==> src/clb_macros.svh <==
`ifndef CLB_MACROS_SVH
`define CLB_MACROS_SVH

// configuration frame geometry.
`define CLB_CFG_BITS      36
`define CLB_COUNT         2
`define CLB_STREAM_BITS   (`CLB_CFG_BITS * `CLB_COUNT)
`define CLB_COUNT_BITS    7
`define CLB_LUT_BITS      16

// power-up configuration of a cell.
`define CLB_DEFAULT_LUT     16'h0116
`define CLB_DEFAULT_MODE    2'd0
`define CLB_DEFAULT_IN_SEL  3'd0
`define CLB_DEFAULT_SEL     2'd0
`define CLB_DEFAULT_SRC     2'd2   // set, reset and clock sources.

`endif
==> src/clb_pkg.sv <==
`default_nettype none

`include "clb_macros.svh"

package clb_pkg;

   typedef logic [`CLB_COUNT_BITS-1:0]  cfg_count_t;
   typedef logic [`CLB_LUT_BITS-1:0]    lut_t;
   typedef logic [1:0]                  sel2_t;
   typedef logic [2:0]                  in_sel_t;
   typedef logic [`CLB_STREAM_BITS-1:0] cfg_stream_t;

   // one cell's configuration, msb first as it arrives on the serial port.
   typedef struct packed
   {
      lut_t    lut;
      sel2_t   comb_mode;
      in_sel_t f_in_sel;   // a/b, b/c, c/dq1 steering.
      in_sel_t g_in_sel;   // a/b, b/c, c/dq2 steering.
      sel2_t   dq_sel;     // bit 1 for dq1, bit 0 for dq2.
      sel2_t   set_sel;
      sel2_t   rst_sel;
      sel2_t   clk_sel;
      sel2_t   x_sel;
      sel2_t   y_sel;
   } clb_cfg_t;

   typedef struct packed
   {
      logic a;
      logic b;
      logic c;
      logic d;
      logic k;
   } clb_pins_t;

   typedef struct packed
   {
      logic x0;
      logic y0;
      logic x1;
      logic y1;
   } tile_out_t;

   typedef enum logic [1:0]
   {
      CFG_IDLE,
      CFG_LOAD,
      CFG_COMMIT,
      CFG_DONE
   } cfg_state_t;

endpackage

`default_nettype wire

==> src/clb_tile.sv <==
`default_nettype none

module clb_tile
   import clb_pkg::*;
(
   input  wire       KLK,
   input  wire       rst_n,
   input  clb_pins_t pins_in,
   input  wire       cfg_start,
   input  wire       cfg_bit,
   input  wire       cfg_bit_valid,
   output logic      cfg_busy,
   output logic      cfg_done,
   output tile_out_t tile_out
);

   logic      clear_count;
   logic      shift_en;
   logic      commit;
   logic      last_bit;
   clb_cfg_t  cfg0, cfg1;
   clb_pins_t pins1;
   logic      x0, y0, x1, y1;

   cfg_loader_fsm u_loader (
      .KLK           (KLK),
      .rst_n         (rst_n),
      .cfg_start     (cfg_start),
      .cfg_bit_valid (cfg_bit_valid),
      .last_bit      (last_bit),
      .clear_count   (clear_count),
      .shift_en      (shift_en),
      .commit        (commit),
      .cfg_busy      (cfg_busy),
      .cfg_done      (cfg_done)
   );

   // counts exactly the bits that go into the shadow register.
   cfg_bit_counter u_counter (
      .KLK         (KLK),
      .rst_n       (rst_n),
      .clear_count (clear_count),
      .count_en    (shift_en),
      .count       (),
      .last_bit    (last_bit)
   );

   cfg_frame_shifter u_shifter (
      .KLK      (KLK),
      .rst_n    (rst_n),
      .shift_en (shift_en),
      .cfg_bit  (cfg_bit),
      .commit   (commit),
      .cfg0     (cfg0),
      .cfg1     (cfg1)
   );

   clb_cell u_cell0 (
      .KLK   (KLK),
      .rst_n (rst_n),
      .cfg   (cfg0),
      .pins  (pins_in),
      .x     (x0),
      .y     (y0)
   );

   // second cell is fed by the first one's outputs on a and b.
   assign pins1 = '{a: x0, b: y0, c: pins_in.c, d: pins_in.d, k: pins_in.k};

   clb_cell u_cell1 (
      .KLK   (KLK),
      .rst_n (rst_n),
      .cfg   (cfg1),
      .pins  (pins1),
      .x     (x1),
      .y     (y1)
   );

   assign tile_out = '{x0: x0, y0: y0, x1: x1, y1: y1};

endmodule

`default_nettype wire

==> src/clb_cell.sv <==
`default_nettype none

module clb_cell
   import clb_pkg::*;
(
   input  wire       KLK,
   input  wire       rst_n,
   input  clb_cfg_t  cfg,
   input  clb_pins_t pins,
   output logic      x,
   output logic      y
);

   // three way select, last input also taken for code 3.
   function automatic logic pick3(input sel2_t sel, input logic in0, input logic in1,
                                  input logic in2);
      case (sel)
         2'd0:    return in0;
         2'd1:    return in1;
         default: return in2;
      endcase
   endfunction

   logic       a, b, c, d, k;
   logic       dq1, dq2;
   logic [2:0] f_addr, g_addr;
   logic       split_out;
   logic       f, g;
   logic       set_src, rst_src, clk_src;
   logic       clk_src_q;
   logic       clk_edge;
   logic       q, q_next;

   assign a = pins.a;
   assign b = pins.b;
   assign c = pins.c;
   assign d = pins.d;
   assign k = pins.k;

   assign dq1 = cfg.dq_sel[1] ? q : d;
   assign dq2 = cfg.dq_sel[0] ? q : d;

   // mode 1 steering, one select bit per address line.
   assign f_addr = {cfg.f_in_sel[2] ? b : a,
                    cfg.f_in_sel[1] ? c : b,
                    cfg.f_in_sel[0] ? dq1 : c};
   assign g_addr = {cfg.g_in_sel[2] ? b : a,
                    cfg.g_in_sel[1] ? c : b,
                    cfg.g_in_sel[0] ? dq2 : c};

   assign split_out = b ? cfg.lut[{1'b1, a, c, dq2}] : cfg.lut[{1'b0, a, c, dq1}];

   always_comb
   begin
      case (cfg.comb_mode)
         2'd0:
         begin
            f = cfg.lut[{a, b, c, dq1}];
            g = cfg.lut[{a, b, c, dq1}];
         end
         2'd1:
         begin
            f = cfg.lut[{1'b0, f_addr}];   // lower half.
            g = cfg.lut[{1'b1, g_addr}];   // upper half.
         end
         default:
         begin
            f = split_out;
            g = split_out;
         end
      endcase
   end

   assign set_src = pick3(cfg.set_sel, a, f, 1'b0);
   assign rst_src = pick3(cfg.rst_sel, d, g, 1'b0);
   assign clk_src = pick3(cfg.clk_sel, g, c, k);

   assign clk_edge = clk_src & ~clk_src_q;

   // reset source wins over set.
   assign q_next = rst_src ? 1'b0 : (set_src ? 1'b1 : f);

   always_ff @(posedge KLK)
   begin
      if (!rst_n)
      begin
         clk_src_q <= 1'b0;
         q         <= 1'b0;
      end
      else
      begin
         clk_src_q <= clk_src;
         if (clk_edge)
         begin
            q <= q_next;
         end
      end
   end

   assign x = pick3(cfg.x_sel, f, g, q);
   assign y = pick3(cfg.y_sel, q, g, f);

   a_q_known : assert property (
      @(posedge KLK) disable iff (!rst_n)
      !$isunknown(q)
   ) else $error("storage bit is unknown.");

endmodule

`default_nettype wire

==> src/cfg_frame_shifter.sv <==
`default_nettype none

`include "clb_macros.svh"

module cfg_frame_shifter
   import clb_pkg::*;
(
   input  wire      KLK,
   input  wire      rst_n,
   input  wire      shift_en,
   input  wire      cfg_bit,
   input  wire      commit,
   output clb_cfg_t cfg0,
   output clb_cfg_t cfg1
);

   localparam clb_cfg_t CFG_DEFAULT = '{
      lut:       `CLB_DEFAULT_LUT,
      comb_mode: `CLB_DEFAULT_MODE,
      f_in_sel:  `CLB_DEFAULT_IN_SEL,
      g_in_sel:  `CLB_DEFAULT_IN_SEL,
      dq_sel:    `CLB_DEFAULT_SEL,
      set_sel:   `CLB_DEFAULT_SRC,
      rst_sel:   `CLB_DEFAULT_SRC,
      clk_sel:   `CLB_DEFAULT_SRC,
      x_sel:     `CLB_DEFAULT_SEL,
      y_sel:     `CLB_DEFAULT_SEL
   };

   cfg_stream_t shadow_q;
   clb_cfg_t    active_q [`CLB_COUNT];

   // bits enter at the lsb, so the first one ends at the top of cell 0.
   always_ff @(posedge KLK)
   begin
      if (shift_en)
      begin
         shadow_q <= {shadow_q[`CLB_STREAM_BITS-2:0], cfg_bit};
      end
   end

   always_ff @(posedge KLK)
   begin
      for (int i = 0; i < `CLB_COUNT; i++)
      begin
         if (!rst_n)
         begin
            active_q[i] <= CFG_DEFAULT;
         end
         else if (commit)
         begin
            active_q[i] <= shadow_q[`CLB_STREAM_BITS-1-i*`CLB_CFG_BITS -: `CLB_CFG_BITS];
         end
      end
   end

   assign cfg0 = active_q[0];
   assign cfg1 = active_q[1];

endmodule

`default_nettype wire

==> src/cfg_loader_fsm.sv <==
`default_nettype none

module cfg_loader_fsm
   import clb_pkg::*;
(
   input  wire  KLK,
   input  wire  rst_n,
   input  wire  cfg_start,
   input  wire  cfg_bit_valid,
   input  wire  last_bit,
   output logic clear_count,
   output logic shift_en,
   output logic commit,
   output logic cfg_busy,
   output logic cfg_done
);

   cfg_state_t state_q;
   cfg_state_t state_d;

   always_ff @(posedge KLK)
   begin
      if (!rst_n)
      begin
         state_q <= CFG_IDLE;
      end
      else
      begin
         state_q <= state_d;
      end
   end

   always_comb
   begin
      state_d     = state_q;
      clear_count = 1'b0;
      shift_en    = 1'b0;
      case (state_q)
         CFG_IDLE:
         begin
            if (cfg_start)
            begin
               clear_count = 1'b1;
               state_d     = CFG_LOAD;
            end
         end
         CFG_LOAD:
         begin
            shift_en = cfg_bit_valid;   // gaps just stretch the load.
            if (cfg_bit_valid && last_bit)
            begin
               state_d = CFG_COMMIT;
            end
         end
         CFG_COMMIT:
         begin
            state_d = CFG_DONE;
         end
         default:
         begin
            state_d = CFG_IDLE;
         end
      endcase
   end

   assign commit   = (state_q == CFG_COMMIT);
   assign cfg_done = (state_q == CFG_DONE);
   assign cfg_busy = (state_q == CFG_LOAD) || (state_q == CFG_COMMIT);

   // done is a single pulse that always follows a commit.
   a_done_pulse : assert property (
      @(posedge KLK) disable iff (!rst_n)
      cfg_done |-> $past(commit) ##1 !cfg_done
   ) else $error("cfg_done is not a single pulse after commit.");

   // a commit only comes right after the last bit was shifted in.
   a_commit_state : assert property (
      @(posedge KLK) disable iff (!rst_n)
      commit |-> (state_q == CFG_COMMIT) && $past(shift_en && last_bit)
   ) else $error("commit outside of the commit state.");

endmodule

`default_nettype wire

==> src/cfg_bit_counter.sv <==
`default_nettype none

`include "clb_macros.svh"

module cfg_bit_counter
   import clb_pkg::*;
(
   input  wire        KLK,
   input  wire        rst_n,
   input  wire        clear_count,
   input  wire        count_en,
   output cfg_count_t count,
   output logic       last_bit
);

   localparam cfg_count_t LAST_POS = cfg_count_t'(`CLB_STREAM_BITS - 1);

   cfg_count_t count_q;

   always_ff @(posedge KLK)
   begin
      if (!rst_n || clear_count)
      begin
         count_q <= '0;
      end
      else if (count_en)
      begin
         count_q <= count_q + 1'b1;
      end
   end

   assign count    = count_q;
   assign last_bit = (count_q == LAST_POS);

   // no bit may be counted once the frame is full.
   a_count_in_frame : assert property (
      @(posedge KLK) disable iff (!rst_n)
      count_en |-> (count_q <= LAST_POS)
   ) else $error("bit counted past the end of the frame.");

endmodule

`default_nettype wire

==> config.mk <==
export PLATFORM = sky130hd
export DESIGN_NAME = clb_tile
export DESIGN_NICKNAME = d
export VERILOG_FILES = /design/src/clb_pkg.sv /design/src/clb_tile.sv /design/src/clb_cell.sv /design/src/cfg_frame_shifter.sv /design/src/cfg_loader_fsm.sv /design/src/cfg_bit_counter.sv
export VERILOG_INCLUDE_DIRS = /design/src
export SDC_FILE = /design/constraint.sdc
export NUM_CORES = 1
export LEC_CHECK = 0
export BUFFER_PORTS_ARGS = -buffer_cell sky130_fd_sc_hd__buf_2
export CAP_MARGIN = 40
export CORE_MARGIN = 1
export CORE_UTILIZATION = 58
export CTS_CLUSTER_SIZE = 20
export DETAILED_ROUTE_END_ITERATION = 8
export GPL_TIMING_DRIVEN = 0
export PLACE_DENSITY = 0.81
export SKIP_LAST_GASP = 1
export SYNTH_ARGS = -nofsm -noshare
export SYNTH_HDL_FRONTEND = slang
export SYNTH_SLANG_ARGS = --single-unit
==> constraint.sdc <==
create_clock -name KLK -period 8.77 [get_ports KLK]
set_input_delay 0.877 -clock KLK [delete_from_list [all_inputs] [get_ports KLK]]
set_output_delay 0.877 -clock KLK [all_outputs]
set_load 0.01 [all_outputs]
==> results of run 1 <==
[cell families after synthesis]
group | count (synthesis)
xor+xnor | 4
fa+ha+maj | 6
buf+inv | 38
mux | 44
simple gates | 164
flops | 157
compound gates | 71
[stage by stage]
| step | cell area [um^2] | cells |
|---|---|---|
| after floorplan | 6990 | 484 |
| after global placement | 7240 | 641 |
| after detailed placement | 7300 | 643 |
| after CTS | 7910 | 674 |
| after global routing | 7910 | 674 |
| final | 7910 | 674 |
[cell usage after synthesis, types with 4 or more instances]
library cell and n:
a21oi_1 19, nand2b_1 7, buf_4 7, a211oi_1 7
ha_1 6, nand2_1 19, and3_1 63, o211a_1 4
mux4_2 6, nor2_1 27, nor2b_1 9, or3_1 4
clkbuf_1 15, o21ai_0 8, mux4_1 4, or2_2 15
edfxtp_1 144, mux2i_1 30, dfxtp_1 13, inv_1 11
[how the worst min path moves through the flow]
stage	startpoint	endpoint	slack, ns	depth (start not counted)
after floorplan	u_shifter.shadow_q[9]	u_shifter.shadow_q[10]	0.42	0
after global placement	u_shifter.shadow_q[26]	u_shifter.shadow_q[27]	0.42	0
after detailed placement	u_shifter.shadow_q[10]	u_shifter.shadow_q[11]	0.43	0
after CTS	u_shifter.shadow_q[10]	u_shifter.shadow_q[11]	0.44	0
after global routing	u_shifter.shadow_q[38]	u_shifter.shadow_q[39]	0.44	0
final	u_shifter.shadow_q[10]	u_shifter.shadow_q[11]	0.44	0
[metal layers]
| metal | vias up | GRT usage |
|---|---|---|
| li1 | 1936 | - |
| met1 | 2057 | 0.319 |
| met2 | 170 | 0.376 |
| met3 | 29 | 0.0637 |
| met4 | 0 | 0.0847 |
| met5 | - | 0 |
[placed cells by master, fill, tap and decap left out, types with 3 or more instances in the layout]
master	instances
edfxtp_1	144
and3_1	63
mux2i_1	30
nor2_1	27
a21oi_1	19
nand2_1	19
clkbuf_16	17
or2_2	15
clkbuf_1	14
buf_2	14
dfxtp_1	13
inv_1	11
nor2b_1	9
o21ai_0	8
buf_4	7
a211oi_1	7
nand2b_1	6
mux4_2	6
ha_1	6
or3_1	4
mux4_1	4
o211a_1	4
bufinv_16	4
and2_1	3
a22o_1	3
nand3_1	3
buf_6	3
nand4_1	3
xor2_1	3
inv_6	3
[cell type report]
cell class | instances | area (um^2) | area share
Sequential cell | 157 | 4580 | 0.579
Clock buffer | 17 | 425 | 0.0538
Tap cell | 143 | 179 | 0.0226
Multi-Input combinational cell | 289 | 2220 | 0.281
Inverter | 12 | 45.0 | 0.00569
Timing Repair Buffer | 16 | 118 | 0.0149
Clock inverter | 14 | 191 | 0.0242
Buffer | 26 | 150 | 0.0190
[sequential cells by signal, summed over array words and instances (netlist names)]
name and count:
u_cell0.clk_src_q 1, u_cell0.q 1, u_cell1.clk_src_q 1, u_cell1.q 1
u_counter.count 7, u_loader.state_q 2, u_shifter.active_q 72, u_shifter.shadow_q 72
[power by group]
group	internal [uW]	total [uW]	switching, uW
clock	475	768	293
combinational	228	539	311
sequential	981	1060	82.7
[critical path, stage by stage]
cell and delay (ns):
buf_2 0.17, mux2i_4 0.30, a21o_1 0.25, mux2_4 0.32, o41ai_2 0.46, and3_1 0.30
a211o_1 0.13, buf_6 0.15, mux2i_1 0.28, nand3b_4 0.19, o211ai_2 0.16, o31a_1 0.33
buf_4 0.13, buf_2 0.13
==> results.md, run 1 <==
* Slew Limit Headroom at 0.528
* Synthesis Warnings at 0
* Primary FF master, synth: edfxtp_1
* Post-CTS Hold Buffers at 0
* WL final at between 10 and 15 mm
* Standard-cell rows at 39
* Outcome: finished clean
* First-pass GRT wire length at between 20 and 25 mm
* Pwr dens at roughly 300 nW/um^2
* Peak supply drop at roughly 240 uV
* FF-to-FF setup slack at 5.23 ns
* RR Startpoint: u_shifter.active_q[0][11]
* Max layer used: met4
* Worst Max-Slew Pin Slew at 0.688 ns
* Drt drc at 0
* I/O pin count at 16
* Fin. max-slew vios at 0
* Synthesis-to-layout area growth at 13.2%
* Ant diodes at 0
* Die height at approximately 110 um
* Syn Inst Count at ~480
* Metal2 WL at 6.70 mm
* Post-Synth Simple-Gate Area at 0.136
* Worst Clk Skew at roughly 0.018 ns
* Largest net degree at the start of global routing at ~60
* Post-CTS sizing at 0
* Worst Hold Margin at between 0.4 and 0.5 ns
* Total power at 2370 uW
* Gp weighted congestion at between 0.8 and 0.9
* Avg Inst Size Synth at 14.4 um^2
* Vias in the first global route at 4138
* Die W at 112 um
* WL/cell at 20.5 um
* Vias post-DR at about 4200
* Max cap viols at 0
* Layout Utilization at 0.684
* Peak Freq at between 150 and 200 MHz
* Fin Setup TNS at 0 ns
* Clk pin slew, worst setup/hold paths at approximately 0.060 ns
* Area of the core at 11600 um^2
* DP HPWL at about 8.7 mm
* Post-synthesis adder-cell area fraction at 0.0107
* Critical Path AT at 4.19 ns
* Share of layout cells above drive strength 1 at 0.181
* Top cells by area, synth: edfxtp_1, and3_1, mux2i_1, dfxtp_1, mux4_2
* Final ANT Viol Nets at 0
* Critical path origin: pins_in[1]
* Critical path peak fanout at 8
* Seq/Total Area, Yosys at 0.656
* Setup CP Type: input pin to output pin
* Clock Tree Buf Depth at 2
* Synthesized Nets at 500
* Gr usage total at 0.238
* Clk_lat worst skew at around 0.42 ns
* Compound-Gate Fraction of Synth Area at 0.0777
* Worst setup path end: tile_out[1]
* Yosys cell types at 66
* H-Tree Level Count at 4
* Final worst slack at approximately 3.7 ns
* Total CTS buffers at 17
* Routed length on met1 at 6.00 mm
* Vias/cell at approximately 6.2
* Yosys top cell by area: edfxtp_1
* Cells on worst reg2reg path at 12
* Crit. End Element: output pin
* Initial DRC Count at 392
* Post-synthesis instance area at roughly 7000 um^2
* Initial antenna violation count at 0
* Total grt overflow at 0
* CTS Root Cell: clkbuf_16
* Met3 WL at a little under 900 um
* RSZ-0062 raised after global routing: false
* Final Cycle Share at 0.578
* Post-Synth XOR/XNOR Area at 0.00501
* Post-synth top area share at 0.619
* Required time of the worst setup path at just under 8 ns
* Asr flop ratio synth at 0
* Hold crit path type: flop to flop
* TritonCTS clock tree: done
* Main combinational cell family by area after synthesis: simple AND/OR/NAND/NOR gates
* Startpoint types: input pin
* Port bufs at 14
* Pleak at slightly below 0.003 uW
* Synthesized flop and latch total at approximately 160
* Filler Cell Count at 725
* Critical R2R Capture: u_cell1.q
* Pre-antenna DRT Iters at 5
* Setup bufs post-CTS at 0
* Post-synth EDFFs at 144
* Fin crit period at 5.07 ns
* Worst slack, placed at roughly 3.8 ns
* Area of the die at approximately 12000 um^2
* Final hold vios at 0
* Starting Density at 0.604
* Setup violations, final at 0
* Share of synthesized area spent on multiplexers at 0.0875
* Nets at 535
* TritonCTS Sinks at between 150 and 200
Note: power is estimated with default switching activity, not from simulation.
==> inputs of run 2 (changes only) <==
--- a/config.mk
+++ b/config.mk
@@ -6,6 +6,7 @@
 export SDC_FILE = /design/constraint.sdc
 export NUM_CORES = 1
 export LEC_CHECK = 0
+export ABC_AREA = 1
 export BUFFER_PORTS_ARGS = -buffer_cell sky130_fd_sc_hd__buf_2
 export CAP_MARGIN = 40
 export CORE_MARGIN = 1
==> constraint.sdc (replaced) <==
create_clock -name KLK -period 4.8 [get_ports KLK]
set_input_delay 0.48 -clock KLK [delete_from_list [all_inputs] [get_ports KLK]]
set_output_delay 0.48 -clock KLK [all_outputs]
set_load 0.01 [all_outputs]
==> run 2 against run 1 <==
  * The run now ends with design-rule violations left
  * Critical path depth rose by 7
  * Register-to-register slack worse by 3.1 ns
  * Core utilization increased by 0.46 points
  * Combinational power rose by 77%
  * Non-clock buffer count down 11
  * Cell count is 28% higher
  * Clock power is 91% higher
  * Power rose by 82%
  * Sequential power rose by 79%
  * Clock-buffer cell count grew 1
  * Flip-flop and latch count did not move
==> results.md, run 2 <==
* Total CTS buffers at 17 (unchanged)
* Clk_lat worst skew at 0.43 ns (was 0.42 ns)
* Multi-input logic area at 1950 um^2 (was 2220 um^2)
* First-pass GRT wire length at 23.6 mm (was 22.0 mm)
* Total grt overflow at 0 (unchanged)
* Crit. End Element: output pin (unchanged)
* Avg Inst Size Synth at 10.5 um^2 (was 14.4 um^2)
* H-Tree Level Count at 4 (unchanged)
* Vias in the first global route at 4793 (was 4138)
* Max cap viols at 0 (unchanged)
* CTS Root Cell: clkbuf_16 (unchanged)
* Critical path peak fanout at 8 (unchanged)
* Area of the core at 11600 um^2 (about the same)
* WL/cell at 16.4 um (was 20.5 um)
* Commonest non-fill, non-tap cell in the layout: edfxtp_1 (unchanged)
* Final ANT Viol Nets at 0 (unchanged)
* Yosys top cell by area: edfxtp_1 (unchanged)
* Syn Inst Count at 671 (was 484)
* Worst Max-Slew Pin Slew at 0.866 ns (was 0.688 ns)
* I/O pin count at 16 (unchanged)
* Synthesized flop and latch total at 157 (unchanged)
* WL final at 14.1 mm (was 13.8 mm)
* Final hold vios at 0 (unchanged)
* Clock Tree Buf Depth at 2 (unchanged)
* Pre-antenna DRT Iters at 8 (was 5)
* Setup CP Type: flop to output pin (was input pin to output pin)
* Post-CTS sizing at 0 (unchanged)
* TritonCTS Sinks at 157 (unchanged)
* Setup bufs post-CTS at 0 (unchanged)
* Synthesis Warnings at 0 (unchanged)
* Peak Freq at 276 MHz
* Fin Setup TNS at 0 ns (unchanged)
* Initial antenna violation count at 0 (unchanged)
* Seq/Total Area, Yosys at 0.650 (was 0.656)
* Top cells by area, synth: edfxtp_1, inv_1, nand3_1, nor2_1, nand2_1 (was edfxtp_1, and3_1, mux2i_1, dfxtp_1, mux4_2)
* Vias/cell at 5.50 (was 6.22)
* Post-CTS Hold Buffers at 0 (unchanged)
* Startpoint types: flop (was input pin)
* Standard-cell rows at 39 (unchanged)
* Starting Density at 0.607 (was 0.604)
* Commonest non-fill, non-tap cells in the layout: edfxtp_1, inv_1, nor2_1 (was edfxtp_1, and3_1, mux2i_1)
* Gr usage total at 0.248 (was 0.238)
* Required time of the worst setup path at 4.32 ns (was 7.89 ns)
* HP Start: cfg_bit (was u_shifter.shadow_q[10])
* Gp weighted congestion at 0.873 (was 0.815)
* Post-synth EDFFs at 144 (unchanged)
* Setup violations, final at 0 (unchanged)
* FF-to-FF setup slack at 2.18 ns (was 5.23 ns)
* Final Cycle Share at 0.756
* Initial DRC Count at 499 (was 392)
* Filler Cell Count at 835 (was 725)
* Primary FF master, synth: edfxtp_1 (unchanged)
* Pleak at 0.00337 uW (was 0.00295 uW)
* Worst Clk Skew at 0.00582 ns (was 0.0177 ns)
* Post-synthesis instance area at 7050 um^2 (was 6990 um^2)
* Slew Limit Headroom at 0.422 (was 0.528)
* Peak supply drop at 447 uV (was 244 uV)
* Clk pin slew, worst setup/hold paths at 0.06 ns (about the same)
* Outcome: complete, but fails checks (was finished clean)
* Drt drc at 1 (was 0)
* Hold Path Cell Cnt at 1 (was 0)
* Placed Instances at 830 (was 643)
* Die W at 112 um (about the same)
* Nets at 722 (was 535)
* Post-synth top area share at 0.613 (was 0.619)
* Die height at 112 um (about the same)
* Vias post-DR at 4739 (was 4192)
* DP HPWL at 9.55 mm (was 8.71 mm)
* RR Startpoint: u_shifter.active_q[0][11] (unchanged)
* Critical Path AT at 3.15 ns (was 4.19 ns)
* TritonCTS clock tree: done (unchanged)
* Fin crit period at between 3 and 4 ns
* Port bufs at 14 (unchanged)
* Pwr dens at 540 nW/um^2 (was 300 nW/um^2)
* Share of layout cells above drive strength 1 at 0.146 (was 0.181)
* Fin. max-slew vios at 0 (unchanged)
* Top cells by count, synth: edfxtp_1, inv_1, nor2_1, nand2_1, nand3_1 (was edfxtp_1, and3_1, mux2i_1, nor2_1)
* Synthesized Nets at 687 (was 500)
* Area of the die at 12600 um^2 (was 12500 um^2)
* Sequential cell area at 4580 um^2 (unchanged)
* Critical R2R Capture: u_cell1.q (unchanged)
* Fin cells at 862 (was 674)
* Largest net degree at the start of global routing at 48 (was 59)
* Hold EP: u_shifter.shadow_q[0] (was u_shifter.shadow_q[11])
* Most frequent cell after synthesis: edfxtp_1 (unchanged)
* Critical path origin: u_shifter.active_q[0][11] (was pins_in[1])
* Failing checks: design-rule violations
* Hold crit path type: input pin to flop (was flop to flop)
* Asr flop ratio synth at 0 (unchanged)
* RSZ-0062 raised after global routing: false (unchanged)
* Ant diodes at 0 (unchanged)
* Cells on worst reg2reg path at 22 (was 12)
* Yosys cell types at 31 (was 66)
* Synthesis-to-layout area growth at 13.4% (was 13.2%)
==> run 2: worst max-delay path, cell delays in order, from the launching register on <==
cell and delay, ns:
edfxtp_1 0.43, nand2_2 0.20, nand2_4 0.12, nand2_2 0.11, nand3b_1 0.09, nand3_1 0.08, nand3_1 0.09, nand3_1 0.12
nand3_2 0.10, nand2_2 0.10, nand2_4 0.10, nand3_1 0.16, nand2_1 0.09, nand2_1 0.07, nand2_1 0.06, nand2_1 0.06
nand3_1 0.11, nand2_1 0.14, nor2_1 0.05, o31ai_1 0.19, buf_4 0.14, buf_2 0.12
==> run 2: report_power, final <==
part	total, uW	leakage (uW)	internal (uW)	switching (uW)
clock network	1470	0.000301	923	545
logic	952	0.00167	307	645
registers	1900	0.00140	1780	115
total	4320	0.00337	3010	1310
==> run 2: worst max path at each step <==
stage          slack (ns)            endpoint  depth (start not counted)
2_1_floorplan        1.97         tile_out[1]                         20
3_3_place_gp         1.41  u_counter.count[5]                         11
3_5_place_dp         1.38         tile_out[1]                         14
4_1_cts              1.18         tile_out[1]                         21
5_1_grt              0.78         tile_out[1]                         21
6_report             1.17         tile_out[1]                         21
==> run 2: metal layers <==
layer,track usage,part of all wire,vias up
li1,-,-,2305
met1,0.301,0.42,2214
met5,0,0,-
met3,0.0616,0.055,45
met2,0.424,0.50,175
met4,0.108,0.025,0
==> run 2: area by class of cell <==
cell class / count / share of cell area
buffer: 15 / 0.00938
clock buffer: 18 / 0.0536
clock inverter: 14 / 0.0269
inverter: 121 / 0.0568
multi-input combinational: 378 / 0.243
sequential: 157 / 0.573
tap: 143 / 0.0224
timing repair buffer: 16 / 0.0147
==> run 2: kinds of logic (layout without fill, tap and decap cells) <==
logic type                 count (synthesis)  in the layout  share of synthesized area
AOI/OAI and AO/OA                         67             67                     0.0518
xor gates and xnor gates                   1              1                    0.00124
adders and majority gates                  6              6                     0.0106
buffers and inverters                    136            184                     0.0751
DFF                                      157            157                      0.650
muxes                                      2              2                    0.00284
and+or+nand+nor                          302            302                      0.208
==> run 2: metrics by stage <==
step | hold slack, ns | power [uW] | util | setup slack (ns) | instance area, um^2
after floorplan | 0.418 | 2590 | - | 1.97 | 7050
after global placement | 0.424 | 2810 | 0.629 | 1.41 | 7300
after detailed placement | 0.432 | 2860 | 0.633 | 1.38 | 7360
after CTS | 0.234 | 4330 | 0.689 | 1.18 | 8000
after global routing | 0.239 | 4530 | 0.689 | 0.776 | 8000
final | 0.254 | 4320 | 0.689 | 1.17 | 8000
